### config.mk
export PLATFORM = sky130hd
export DESIGN_NAME = core
export DESIGN_NICKNAME = d
export VERILOG_FILES = /design/src/hw/isa_pkg.sv /design/src/hw/ctrl_pkg.sv /design/src/hw/control.sv /design/src/hw/alu.sv /design/src/hw/reg_file.sv /design/src/hw/core.sv
export VERILOG_INCLUDE_DIRS = /design/src /design/src/hw
export SDC_FILE = /design/constraint.sdc
export NUM_CORES = 2
export LEC_CHECK = 0
export BUFFER_PORTS_ARGS = -buffer_cell sky130_fd_sc_hd__buf_4
export CAP_MARGIN = 20
export CORE_ASPECT_RATIO = 1.25
export CORE_UTILIZATION = 65
export CTS_CLUSTER_SIZE = 30
export DETAILED_ROUTE_END_ITERATION = 10
export GPL_TIMING_DRIVEN = 0
export PLACE_DENSITY = 0.8
export SYNTH_ARGS = -nofsm -noshare
export SYNTH_HDL_FRONTEND = slang
export SYNTH_HIERARCHICAL = 1
export SYNTH_SLANG_ARGS = --single-unit
### constraint.sdc
create_clock -name clk -period 10.94 [get_ports clk]
set_input_delay 2.188 -clock clk [delete_from_list [all_inputs] [get_ports clk]]
set_output_delay 2.188 -clock clk [all_outputs]
set_load 0.01 [all_outputs]
### src/hw/rv_config.svh
`ifndef RV_CONFIG_SVH
`define RV_CONFIG_SVH

`define RV_XLEN     32
`define RV_NREGS    32
`define RV_RESET_PC 32'h0000_0000

`endif

### src/hw/isa_pkg.sv
`include "rv_config.svh"

package isa_pkg;

        typedef logic [`RV_XLEN-1:0] word_t;
        typedef logic [$clog2(`RV_NREGS)-1:0] reg_idx_t;
        typedef logic [6:0] opcode_t;

        typedef enum logic [2:0] {
                R_TYPE, I_TYPE, S_TYPE, B_TYPE, U_TYPE, J_TYPE, HALT_TYPE
        } encoding_t;

        localparam opcode_t OP_LOAD   = 7'b0000011;
        localparam opcode_t OP_IMM    = 7'b0010011;
        localparam opcode_t OP_AUIPC  = 7'b0010111;
        localparam opcode_t OP_STORE  = 7'b0100011;
        localparam opcode_t OP_REG    = 7'b0110011;
        localparam opcode_t OP_LUI    = 7'b0110111;
        localparam opcode_t OP_BRANCH = 7'b1100011;
        localparam opcode_t OP_JALR   = 7'b1100111;
        localparam opcode_t OP_JAL    = 7'b1101111;
        localparam opcode_t OP_HALT   = 7'b1111111;

        // funct7 rs2 rs1 funct3 rd opcode
        localparam word_t INSTR_LUI   = 32'b???????_?????_?????_???_?????_0110111;
        localparam word_t INSTR_AUIPC = 32'b???????_?????_?????_???_?????_0010111;
        localparam word_t INSTR_JAL   = 32'b???????_?????_?????_???_?????_1101111;
        localparam word_t INSTR_JALR  = 32'b???????_?????_?????_000_?????_1100111;
        localparam word_t INSTR_BEQ   = 32'b???????_?????_?????_000_?????_1100011;
        localparam word_t INSTR_BNE   = 32'b???????_?????_?????_001_?????_1100011;
        localparam word_t INSTR_BLT   = 32'b???????_?????_?????_100_?????_1100011;
        localparam word_t INSTR_BGE   = 32'b???????_?????_?????_101_?????_1100011;
        localparam word_t INSTR_BLTU  = 32'b???????_?????_?????_110_?????_1100011;
        localparam word_t INSTR_BGEU  = 32'b???????_?????_?????_111_?????_1100011;
        localparam word_t INSTR_LB    = 32'b???????_?????_?????_000_?????_0000011;
        localparam word_t INSTR_LH    = 32'b???????_?????_?????_001_?????_0000011;
        localparam word_t INSTR_LW    = 32'b???????_?????_?????_010_?????_0000011;
        localparam word_t INSTR_LBU   = 32'b???????_?????_?????_100_?????_0000011;
        localparam word_t INSTR_LHU   = 32'b???????_?????_?????_101_?????_0000011;
        localparam word_t INSTR_SB    = 32'b???????_?????_?????_000_?????_0100011;
        localparam word_t INSTR_SH    = 32'b???????_?????_?????_001_?????_0100011;
        localparam word_t INSTR_SW    = 32'b???????_?????_?????_010_?????_0100011;
        localparam word_t INSTR_ADDI  = 32'b???????_?????_?????_000_?????_0010011;
        localparam word_t INSTR_SLTI  = 32'b???????_?????_?????_010_?????_0010011;
        localparam word_t INSTR_SLTIU = 32'b???????_?????_?????_011_?????_0010011;
        localparam word_t INSTR_XORI  = 32'b???????_?????_?????_100_?????_0010011;
        localparam word_t INSTR_ORI   = 32'b???????_?????_?????_110_?????_0010011;
        localparam word_t INSTR_ANDI  = 32'b???????_?????_?????_111_?????_0010011;
        localparam word_t INSTR_SLLI  = 32'b0000000_?????_?????_001_?????_0010011;
        localparam word_t INSTR_SRLI  = 32'b0000000_?????_?????_101_?????_0010011;
        localparam word_t INSTR_SRAI  = 32'b0100000_?????_?????_101_?????_0010011;
        localparam word_t INSTR_ADD   = 32'b0000000_?????_?????_000_?????_0110011;
        localparam word_t INSTR_SUB   = 32'b0100000_?????_?????_000_?????_0110011;
        localparam word_t INSTR_SLL   = 32'b0000000_?????_?????_001_?????_0110011;
        localparam word_t INSTR_SLT   = 32'b0000000_?????_?????_010_?????_0110011;
        localparam word_t INSTR_SLTU  = 32'b0000000_?????_?????_011_?????_0110011;
        localparam word_t INSTR_XOR   = 32'b0000000_?????_?????_100_?????_0110011;
        localparam word_t INSTR_SRL   = 32'b0000000_?????_?????_101_?????_0110011;
        localparam word_t INSTR_SRA   = 32'b0100000_?????_?????_101_?????_0110011;
        localparam word_t INSTR_OR    = 32'b0000000_?????_?????_110_?????_0110011;
        localparam word_t INSTR_AND   = 32'b0000000_?????_?????_111_?????_0110011;
        localparam word_t INSTR_HALT  = 32'b???????_?????_?????_???_?????_1111111;

endpackage

### src/hw/ctrl_pkg.sv
package ctrl_pkg;

        typedef enum logic [3:0] {
                ALU_ADD,
                ALU_SUB,
                ALU_AND,
                ALU_OR,
                ALU_XOR,
                ALU_SHIFT_LEFT,
                ALU_SHIFT_RIGHT,
                ALU_SHIFT_RIGHT_AR,
                ALU_LESS_THAN_SIGNED,
                ALU_LESS_THAN_UNSIGNED,
                ALU_EQUAL
        } alu_op_t;

        typedef enum logic [2:0] {
                MEM_NONE,
                MEM_BYTE,
                MEM_HALF_WORD,
                MEM_FULL_WORD,
                MEM_BYTE_U,
                MEM_HALF_WORD_U
        } mem_size_t;

        typedef enum logic [2:0] {
                FETCH,
                FETCH_RELEASE,
                EXECUTE,
                MEM,
                MEM_RELEASE,
                WRITE_BACK,
                HALTED // left only by reset
        } core_state_t;

endpackage

### src/hw/control.sv
`timescale 1ns/1ps

module control (
        input  isa_pkg::word_t      instruction,
        output isa_pkg::encoding_t  encoding,
        output ctrl_pkg::alu_op_t   alu_op,
        output logic                alu_src,
        output logic                alu_pc,
        output logic                alu_bypass,
        output logic                alu_inv_res,
        output logic                alu_jump,
        output logic                is_branch,
        output logic                wb_pc,
        output logic                reg_write,
        output ctrl_pkg::mem_size_t mem_read,
        output ctrl_pkg::mem_size_t mem_write,
        output logic                halt
);

        logic known; // word matched one of the patterns

        always_comb begin
                case (instruction[6:0])
                        isa_pkg::OP_REG: encoding = isa_pkg::R_TYPE;
                        isa_pkg::OP_IMM, isa_pkg::OP_JALR, isa_pkg::OP_LOAD:
                                encoding = isa_pkg::I_TYPE;
                        isa_pkg::OP_STORE: encoding = isa_pkg::S_TYPE;
                        isa_pkg::OP_BRANCH: encoding = isa_pkg::B_TYPE;
                        isa_pkg::OP_LUI, isa_pkg::OP_AUIPC: encoding = isa_pkg::U_TYPE;
                        isa_pkg::OP_JAL: encoding = isa_pkg::J_TYPE;
                        isa_pkg::OP_HALT: encoding = isa_pkg::HALT_TYPE;
                        default: encoding = isa_pkg::R_TYPE; // treated as nop
                endcase
        end

        always_comb begin
                alu_op = ctrl_pkg::ALU_ADD;
                alu_src = 1'b0;
                alu_pc = 1'b0;
                alu_bypass = 1'b0;
                alu_inv_res = 1'b0;
                alu_jump = 1'b0;
                is_branch = 1'b0;
                wb_pc = 1'b0;
                reg_write = 1'b0;
                mem_read = ctrl_pkg::MEM_NONE;
                mem_write = ctrl_pkg::MEM_NONE;
                halt = 1'b0;
                known = 1'b1;

                casez (instruction)
                        isa_pkg::INSTR_LUI: begin
                                alu_src = 1'b1;
                                alu_bypass = 1'b1; // imm straight to rd
                                reg_write = 1'b1;
                        end
                        isa_pkg::INSTR_AUIPC: begin
                                alu_src = 1'b1;
                                alu_pc = 1'b1;
                                reg_write = 1'b1;
                        end
                        isa_pkg::INSTR_JAL, isa_pkg::INSTR_JALR: begin
                                alu_src = 1'b1;
                                alu_pc = instruction[3]; // set for jal only
                                alu_jump = 1'b1;
                                wb_pc = 1'b1;
                                reg_write = 1'b1;
                        end
                        isa_pkg::INSTR_BEQ, isa_pkg::INSTR_BNE:
                                alu_op = ctrl_pkg::ALU_EQUAL;
                        isa_pkg::INSTR_BLT, isa_pkg::INSTR_BGE:
                                alu_op = ctrl_pkg::ALU_LESS_THAN_SIGNED;
                        isa_pkg::INSTR_BLTU, isa_pkg::INSTR_BGEU:
                                alu_op = ctrl_pkg::ALU_LESS_THAN_UNSIGNED;
                        isa_pkg::INSTR_LB: mem_read = ctrl_pkg::MEM_BYTE;
                        isa_pkg::INSTR_LH: mem_read = ctrl_pkg::MEM_HALF_WORD;
                        isa_pkg::INSTR_LW: mem_read = ctrl_pkg::MEM_FULL_WORD;
                        isa_pkg::INSTR_LBU: mem_read = ctrl_pkg::MEM_BYTE_U;
                        isa_pkg::INSTR_LHU: mem_read = ctrl_pkg::MEM_HALF_WORD_U;
                        isa_pkg::INSTR_SB: mem_write = ctrl_pkg::MEM_BYTE;
                        isa_pkg::INSTR_SH: mem_write = ctrl_pkg::MEM_HALF_WORD;
                        isa_pkg::INSTR_SW: mem_write = ctrl_pkg::MEM_FULL_WORD;
                        isa_pkg::INSTR_ADDI, isa_pkg::INSTR_ADD:
                                alu_op = ctrl_pkg::ALU_ADD;
                        isa_pkg::INSTR_SUB: alu_op = ctrl_pkg::ALU_SUB;
                        isa_pkg::INSTR_SLTI, isa_pkg::INSTR_SLT:
                                alu_op = ctrl_pkg::ALU_LESS_THAN_SIGNED;
                        isa_pkg::INSTR_SLTIU, isa_pkg::INSTR_SLTU:
                                alu_op = ctrl_pkg::ALU_LESS_THAN_UNSIGNED;
                        isa_pkg::INSTR_XORI, isa_pkg::INSTR_XOR:
                                alu_op = ctrl_pkg::ALU_XOR;
                        isa_pkg::INSTR_ORI, isa_pkg::INSTR_OR:
                                alu_op = ctrl_pkg::ALU_OR;
                        isa_pkg::INSTR_ANDI, isa_pkg::INSTR_AND:
                                alu_op = ctrl_pkg::ALU_AND;
                        isa_pkg::INSTR_SLLI, isa_pkg::INSTR_SLL:
                                alu_op = ctrl_pkg::ALU_SHIFT_LEFT;
                        isa_pkg::INSTR_SRLI, isa_pkg::INSTR_SRL:
                                alu_op = ctrl_pkg::ALU_SHIFT_RIGHT;
                        isa_pkg::INSTR_SRAI, isa_pkg::INSTR_SRA:
                                alu_op = ctrl_pkg::ALU_SHIFT_RIGHT_AR;
                        isa_pkg::INSTR_HALT: halt = 1'b1;
                        default: known = 1'b0;
                endcase

                if (!known) begin
                        alu_op = ctrl_pkg::ALU_AND; // andi x0, harmless
                        alu_src = 1'b1;
                end
                if (encoding == isa_pkg::B_TYPE) begin
                        is_branch = known;
                        alu_inv_res = known & instruction[12]; // bne, bge, bgeu
                end
                if (mem_read != ctrl_pkg::MEM_NONE || mem_write != ctrl_pkg::MEM_NONE) begin
                        alu_src = 1'b1; // address is rs1 plus offset
                end
                if (mem_read != ctrl_pkg::MEM_NONE) begin
                        reg_write = 1'b1;
                end
                if (known && (instruction[6:0] == isa_pkg::OP_REG
                              || instruction[6:0] == isa_pkg::OP_IMM)) begin
                        alu_src = ~instruction[5]; // op-imm has bit 5 clear
                        reg_write = 1'b1;
                end

                assert (mem_read == ctrl_pkg::MEM_NONE || mem_write == ctrl_pkg::MEM_NONE)
                else $error("load and store decoded from one word");
        end

endmodule

### src/hw/alu.sv
`timescale 1ns/1ps
`include "rv_config.svh"

module alu (
        input  ctrl_pkg::alu_op_t alu_op,
        input  isa_pkg::word_t    operand_a,
        input  isa_pkg::word_t    operand_b,
        input  logic              inv_res,
        output isa_pkg::word_t    result
);

        logic [$clog2(`RV_XLEN)-1:0] shamt;
        logic lt_s;
        logic lt_u;
        isa_pkg::word_t raw;

        assign shamt = operand_b[$clog2(`RV_XLEN)-1:0];
        assign lt_s = $signed(operand_a) < $signed(operand_b);
        assign lt_u = operand_a < operand_b;

        always_comb begin
                case (alu_op)
                        ctrl_pkg::ALU_ADD: raw = operand_a + operand_b;
                        ctrl_pkg::ALU_SUB: raw = operand_a - operand_b;
                        ctrl_pkg::ALU_AND: raw = operand_a & operand_b;
                        ctrl_pkg::ALU_OR: raw = operand_a | operand_b;
                        ctrl_pkg::ALU_XOR: raw = operand_a ^ operand_b;
                        ctrl_pkg::ALU_SHIFT_LEFT: raw = operand_a << shamt;
                        ctrl_pkg::ALU_SHIFT_RIGHT: raw = operand_a >> shamt;
                        ctrl_pkg::ALU_SHIFT_RIGHT_AR: raw = $signed(operand_a) >>> shamt;
                        ctrl_pkg::ALU_LESS_THAN_SIGNED: raw = isa_pkg::word_t'(lt_s);
                        ctrl_pkg::ALU_LESS_THAN_UNSIGNED: raw = isa_pkg::word_t'(lt_u);
                        ctrl_pkg::ALU_EQUAL: raw = isa_pkg::word_t'(operand_a == operand_b);
                        default: raw = '0;
                endcase
        end

        // inversion turns beq/blt/bltu into bne/bge/bgeu
        assign result = {raw[`RV_XLEN-1:1], raw[0] ^ inv_res};

endmodule

### src/hw/reg_file.sv
`timescale 1ns/1ps
`include "rv_config.svh"

module reg_file (
        input  logic              clk,
        input  logic              arst_n,
        input  isa_pkg::reg_idx_t rs1,
        input  isa_pkg::reg_idx_t rs2,
        input  isa_pkg::reg_idx_t rd,
        input  logic              we,
        input  isa_pkg::word_t    wdata,
        output isa_pkg::word_t    rdata1,
        output isa_pkg::word_t    rdata2
);

        isa_pkg::word_t regs [`RV_NREGS];

        always_ff @(posedge clk or negedge arst_n) begin
                if (!arst_n) begin
                        regs <= '{default: '0};
                end else if (we && rd != '0) begin // x0 is never written
                        regs[rd] <= wdata;
                end
        end

        assign rdata1 = regs[rs1];
        assign rdata2 = regs[rs2];

        // x0 keeps its reset value for the whole run
        a_x0_zero: assert property (@(posedge clk) disable iff (!arst_n)
                rs1 == '0 |-> rdata1 == '0);

endmodule

### src/hw/core.sv
`timescale 1ns/1ps
`include "rv_config.svh"

module core (
        input  logic                clk,
        input  logic                arst_n,
        output logic                mem_req,
        output logic                mem_we,
        output isa_pkg::word_t      mem_addr,
        output isa_pkg::word_t      mem_wdata,
        output ctrl_pkg::mem_size_t mem_size,
        input  logic                mem_ack,
        input  isa_pkg::word_t      mem_rdata,
        output logic                halted
);

        ctrl_pkg::core_state_t state;
        isa_pkg::word_t pc, ir, load_data;
        isa_pkg::word_t imm, rdata1, rdata2, operand_a, operand_b, alu_out, alu_result;
        isa_pkg::word_t pc_plus4, next_pc, load_word, load_ext, wb_data;
        isa_pkg::encoding_t encoding;
        ctrl_pkg::alu_op_t alu_op;
        ctrl_pkg::mem_size_t mem_read, mem_write;
        logic alu_src, alu_pc, alu_bypass, alu_inv_res, alu_jump, is_branch, wb_pc;
        logic reg_write, halt, mem_access;

        control u_control (
                .instruction (ir),
                .*
        );

        alu u_alu (
                .alu_op    (alu_op),
                .operand_a (operand_a),
                .operand_b (operand_b),
                .inv_res   (alu_inv_res),
                .result    (alu_out)
        );

        reg_file u_reg_file (
                .clk    (clk),
                .arst_n (arst_n),
                .rs1    (ir[19:15]),
                .rs2    (ir[24:20]),
                .rd     (ir[11:7]),
                .we     (state == ctrl_pkg::WRITE_BACK && reg_write),
                .wdata  (wb_data),
                .rdata1 (rdata1),
                .rdata2 (rdata2)
        );

        always_comb begin
                case (encoding)
                        isa_pkg::I_TYPE: imm = {{20{ir[31]}}, ir[31:20]};
                        isa_pkg::S_TYPE: imm = {{20{ir[31]}}, ir[31:25], ir[11:7]};
                        isa_pkg::B_TYPE: imm = {{20{ir[31]}}, ir[7], ir[30:25], ir[11:8], 1'b0};
                        isa_pkg::U_TYPE: imm = {ir[31:12], 12'b0};
                        isa_pkg::J_TYPE: imm = {{12{ir[31]}}, ir[19:12], ir[20], ir[30:21], 1'b0};
                        default: imm = '0;
                endcase
        end

        assign operand_a = alu_pc ? pc : rdata1;
        assign operand_b = alu_src ? imm : rdata2;
        assign alu_result = alu_bypass ? imm : alu_out;
        assign pc_plus4 = pc + 4;
        assign next_pc = (is_branch && alu_result[0]) ? pc + imm
                       : alu_jump ? {alu_result[`RV_XLEN-1:1], 1'b0} : pc_plus4;

        // memory returns the aligned word, pick the lane here
        assign load_word = load_data >> {alu_result[1:0], 3'b000};

        always_comb begin
                case (mem_read)
                        ctrl_pkg::MEM_BYTE: load_ext = {{24{load_word[7]}}, load_word[7:0]};
                        ctrl_pkg::MEM_HALF_WORD: load_ext = {{16{load_word[15]}}, load_word[15:0]};
                        ctrl_pkg::MEM_BYTE_U: load_ext = {24'b0, load_word[7:0]};
                        ctrl_pkg::MEM_HALF_WORD_U: load_ext = {16'b0, load_word[15:0]};
                        default: load_ext = load_word;
                endcase
        end

        assign wb_data = wb_pc ? pc_plus4
                       : (mem_read != ctrl_pkg::MEM_NONE) ? load_ext : alu_result;

        assign mem_access = (mem_read != ctrl_pkg::MEM_NONE) || (mem_write != ctrl_pkg::MEM_NONE);
        assign mem_req = (state == ctrl_pkg::FETCH) || (state == ctrl_pkg::MEM);
        assign mem_we = (state == ctrl_pkg::MEM) && (mem_write != ctrl_pkg::MEM_NONE);
        assign mem_addr = (state == ctrl_pkg::MEM) ? alu_result : pc;
        assign mem_wdata = rdata2; // low bits, memory masks by size
        assign mem_size = (state != ctrl_pkg::MEM) ? ctrl_pkg::MEM_FULL_WORD
                        : mem_we ? mem_write : mem_read;
        assign halted = (state == ctrl_pkg::HALTED);

        always_ff @(posedge clk or negedge arst_n) begin
                if (!arst_n) begin
                        state <= ctrl_pkg::FETCH;
                        pc <= `RV_RESET_PC;
                end else begin
                        case (state)
                                ctrl_pkg::FETCH:
                                        if (mem_ack) state <= ctrl_pkg::FETCH_RELEASE;
                                ctrl_pkg::FETCH_RELEASE:
                                        if (!mem_ack) state <= ctrl_pkg::EXECUTE;
                                ctrl_pkg::EXECUTE: begin
                                        if (halt) state <= ctrl_pkg::HALTED;
                                        else if (mem_access) state <= ctrl_pkg::MEM;
                                        else state <= ctrl_pkg::WRITE_BACK;
                                end
                                ctrl_pkg::MEM:
                                        if (mem_ack) state <= ctrl_pkg::MEM_RELEASE;
                                ctrl_pkg::MEM_RELEASE:
                                        if (!mem_ack) state <= ctrl_pkg::WRITE_BACK;
                                ctrl_pkg::WRITE_BACK: begin
                                        pc <= next_pc;
                                        state <= ctrl_pkg::FETCH;
                                end
                                ctrl_pkg::HALTED: state <= ctrl_pkg::HALTED;
                                default: state <= ctrl_pkg::FETCH;
                        endcase
                end
        end

        always_ff @(posedge clk) begin
                if (state == ctrl_pkg::FETCH && mem_ack) ir <= mem_rdata;
                if (state == ctrl_pkg::MEM && mem_ack) load_data <= mem_rdata;
        end

        // four-phase rules seen from the memory side
        a_req_drop: assert property (@(posedge clk) disable iff (!arst_n)
                $fell(mem_req) |-> mem_ack);
        a_req_stable: assert property (@(posedge clk) disable iff (!arst_n)
                mem_req && !mem_ack |=> mem_req && $stable(mem_addr)
                                        && $stable(mem_we) && $stable(mem_size));

endmodule

==> run_results.csv <==
group,metric,value,unit
route,met1Wirelength,107000,µm
worst_hold_path,worstHoldPathType,"register to register",
timing,worstMarginPinSlew,1.34,ns
power_and_ir_drop,combPwrFrac,49.5,%
critical_path,r2r-end,"u_reg_file/regs[873]",
clock_tree,ctsRootBufferMaster,"clkbuf_16",
logic_synthesis,synth_area_leader_cell,"dfrtp_1",
grt,grt-ovfl-total,0,
power_and_ir_drop,powerDensity,201,nW/µm²
floorplan,start_util,65.5,%
placement,gp_congestion,1.13,
timing,setup_viol,13,
run,maxCapViolations,0,
route,routed_wl,346000,µm
logic_synthesis,ys_ff_latch,1123,
placement,place_ws,-2.21,ns
route,wl_met3,47500,µm
timing,fin_crit_sh,102,%
grt,antenna_found_initial,28,
critical_path,r2r_start,"ir[22]",
status,outcome,"finished, violations left",
logic_synthesis,syn-num-nets,7368,
power_and_ir_drop,switching_power,7.95,mW
route,dr_total_vias,70100,
timing,hold_viol,0,
route,postRouteAntennaNets,0,
route,route.detailed.drc,1,
critical_path,cp_max_fo,12,
clock_tree,clkSlewWorstSetupHoldPaths,0.07,ns
grt,grt_pass1_wl,497000,µm
clock_tree,worstSkewPairLatency,0.79,ns
logic_synthesis,syn_inst,7201,
route,wl_met2,145000,µm
timing,period_minus_slack,11.13,ns
power_and_ir_drop,p_int,8.63,mW
status,violations,"design-rule violations, negative setup slack",
clock_tree,cts_made_buffers,105,
logic_synthesis,synth_area_per_cell,10.4,µm²
timing,drv_slew,0,
critical_path,critPathCapture,"mem_addr[23]",
power_and_ir_drop,total_power,16.6,mW
critical_path,arrival,8.94,ns
logic_synthesis,synthArstFlopShare,94.3,%
finish,drive_above_1_share,24.6,%
finish,syn_to_final_growth,9.86,%
critical_path,critical_path_class,"register to primary output",
finish,final_nets,7627,
placement,place_area,78300,µm²
placement,hpwl,251000,µm
logic_synthesis,synth.distinct_cells,110,
logic_synthesis,yosys-top-cells-count,"mux2i_1 (1106), dfrtp_1 (1059), mux2_2 (1029)",
clock_tree,clk_path_buf_depth,3,
grt,grt_max_degree,177,
clock_tree,hold_buffers,0,
finish,fillers,7857,
logic_synthesis,synth_top_area_share,35.2,%
route,first_iter_violations,10700,
power_and_ir_drop,p_seq_share,27.0,%
power_and_ir_drop,peakVddDrop,0.195,mV
route,topRoutingLayerUsed,"met5",
timing,hold_slack,0.510,ns
logic_synthesis,synth.area.top_cells,"dfrtp_1 (35%), mux2_2 (15%), mux2i_1 (15%)",
critical_path,rr_worst_depth,29,
critical_path,crit_start,"ir[22]",
timing,slew-limit-headroom,10.8,%
timing,max_freq,0.0899,GHz
critical_path,critPathLaunchType,"register",
power_and_ir_drop,p_clk_share,23.4,%
worst_hold_path,hold_start,"u_reg_file/regs[1019]",
logic_synthesis,post-synth-top-count-cell,"mux2i_1",
critical_path,end_kind,"primary output",
logic_synthesis,syn_area,75200,µm²
grt,track_usage,59.2,%
power_and_ir_drop,switching_share,48.0,%
clock_tree,cts.sinks,1123,
logic_synthesis,synth-seq-area-share,37.8,%
floorplan,fp-row-count,139,
grt,first_global_vias,69100,
placement,numPortBuffers,104,
timing,fin_ws,-0.186,ns
timing,finalClockSkew,0.0747,ns
logic_synthesis,synthFlopType,"dfrtp_1",
floorplan,dieHeight,382,µm
finish,fin_area,82600,µm²
finish,layout.cells.non_filler,9051,
route,wire_per_inst,38.3,µm
critical_path,regToRegSetupSlack,0.55,ns
timing,finalSetupTns,-1.18,ns
critical_path,required,8.75,ns
floorplan,die_w,306,µm
route,firstDrtPassIters,11,
floorplan,core,115000,µm²
placement,placed_cells,8813,
floorplan,ioPinCount,105,
finish,postLayoutCoreUtil,72.0,%
clock_tree,h-tree-depth,3,
floorplan,die-area,117000,µm²
power_and_ir_drop,leakage,39.5,nW
clock_tree,cts_tree,"yes",
logic_synthesis,yosys_warnings,6,
route,viasPerCell,7.75,
logic_synthesis,synth_edf_count,64,
power groups by stage:
stage | registers (mW) | clock network, mW | logic, mW
after floorplan | 4.43 | 0 | 4.20
after global placement | 4.54 | 0 | 7.20
after detailed placement | 4.53 | 0 | 7.31
after CTS | 4.45 | 3.85 | 7.45
after global routing | 4.47 | 4.05 | 8.26
final | 4.49 | 3.89 | 8.21
cell usage in the layout, fill, tap and decap left out, types with 34 or more instances in the layout:
cell type / synthesis / routed
a211oi_1: 54 / 52
a21o_1: 39 / 39
a21oi_1: 410 / 403
a22o_1: 141 / 140
a22oi_1: 222 / 221
a31oi_1: 89 / 89
and2_1: 34 / 34
buf_2: 155 / 137
buf_4: 76 / 209
buf_6: 53 / 70
clkbuf_1: 341 / 330
clkbuf_16: 0 / 106
dfrtp_1: 1059 / 1059
edfxtp_1: 64 / 64
ha_1: 129 / 129
inv_1: 137 / 137
mux2_1: 42 / 42
mux2_2: 1029 / 1029
mux2i_1: 1106 / 1105
mux4_2: 43 / 43
nand2_1: 468 / 468
nand3_1: 260 / 255
nor2_1: 269 / 267
nor3_1: 118 / 111
o211ai_1: 37 / 37
o21ai_0: 208 / 202
xnor2_1: 40 / 40
layout make-up:
cell class              instances  area (µm²)  share of cell area (%)
diodes                         28        70.1                  0.0848
plain buffers                 665        3560                    4.30
clock buffers                 143        2930                    3.55
clock inverters                47         648                   0.784
inverters                     142         537                   0.650
multi-input cells            5265       43200                    52.3
flip-flops and latches       1123       28400                    34.4
well taps                    1480        1850                    2.24
repair buffers                158        1430                    1.74
per-layer routing:
layer,vias to the layer above,GRT usage [%]
li1,27200,-
met1,33500,62.7
met2,6728,85.5
met3,2712,26.2
met4,28,60.6
met5,-,1.58
registers in the layout, summed over array words and instances, names as in the netlist:
signal	count
u_reg_file/regs	1024
ir	32
load_data	32
pc	32
state	3
critical path, stage by stage (launching register included):
cell and delay, ns:
edfxtp_1 0.34, buf_4 0.20, nor2b_1 0.19, clkbuf_1 0.59
clkbuf_1 0.82, a21oi_1 0.17, nand3_1 0.20, nand3_2 0.30
nor2_4 0.27, a21oi_4 0.11, buf_2 0.23, inv_2 0.17
buf_2 0.34, clkbuf_4 0.36, ha_1 0.35, a21o_1 0.20
and4_1 0.24, o2111ai_1 0.39, nand2_1 0.30, a31oi_1 0.49
o21bai_1 0.15, mux2i_1 0.16, o211ai_1 0.30, o21ai_0 0.85
o21ai_0 0.20, buf_4 0.19
worst min path at each step:
stage / end / slack, ns / cells past startpoint
2_1_floorplan: u_reg_file/regs[1000] / 0.45 / 1
3_3_place_gp: u_reg_file/regs[1016] / 0.46 / 1
3_5_place_dp: u_reg_file/regs[1015] / 0.47 / 1
4_1_cts: u_reg_file/regs[1005] / 0.49 / 1
5_1_grt: u_reg_file/regs[1019] / 0.51 / 1
6_report: u_reg_file/regs[1019] / 0.51 / 1
timing repair:
action | in CTS | in global routing
endpoints found under the setup margin | 1053 | 22
pin swaps | 2 | 8
resized for setup | 90 | 82
buffers inserted | 7 | 10
cells by family after synthesis:
group	share of synthesized area [%]
compound gates	13.1
other cells	0.00499
flops	37.8
simple gates	8.79
mux	32.1
buf+inv	5.24
xor+xnor	0.769
fa+ha+maj	2.23
(Power assumes the default switching activity.)
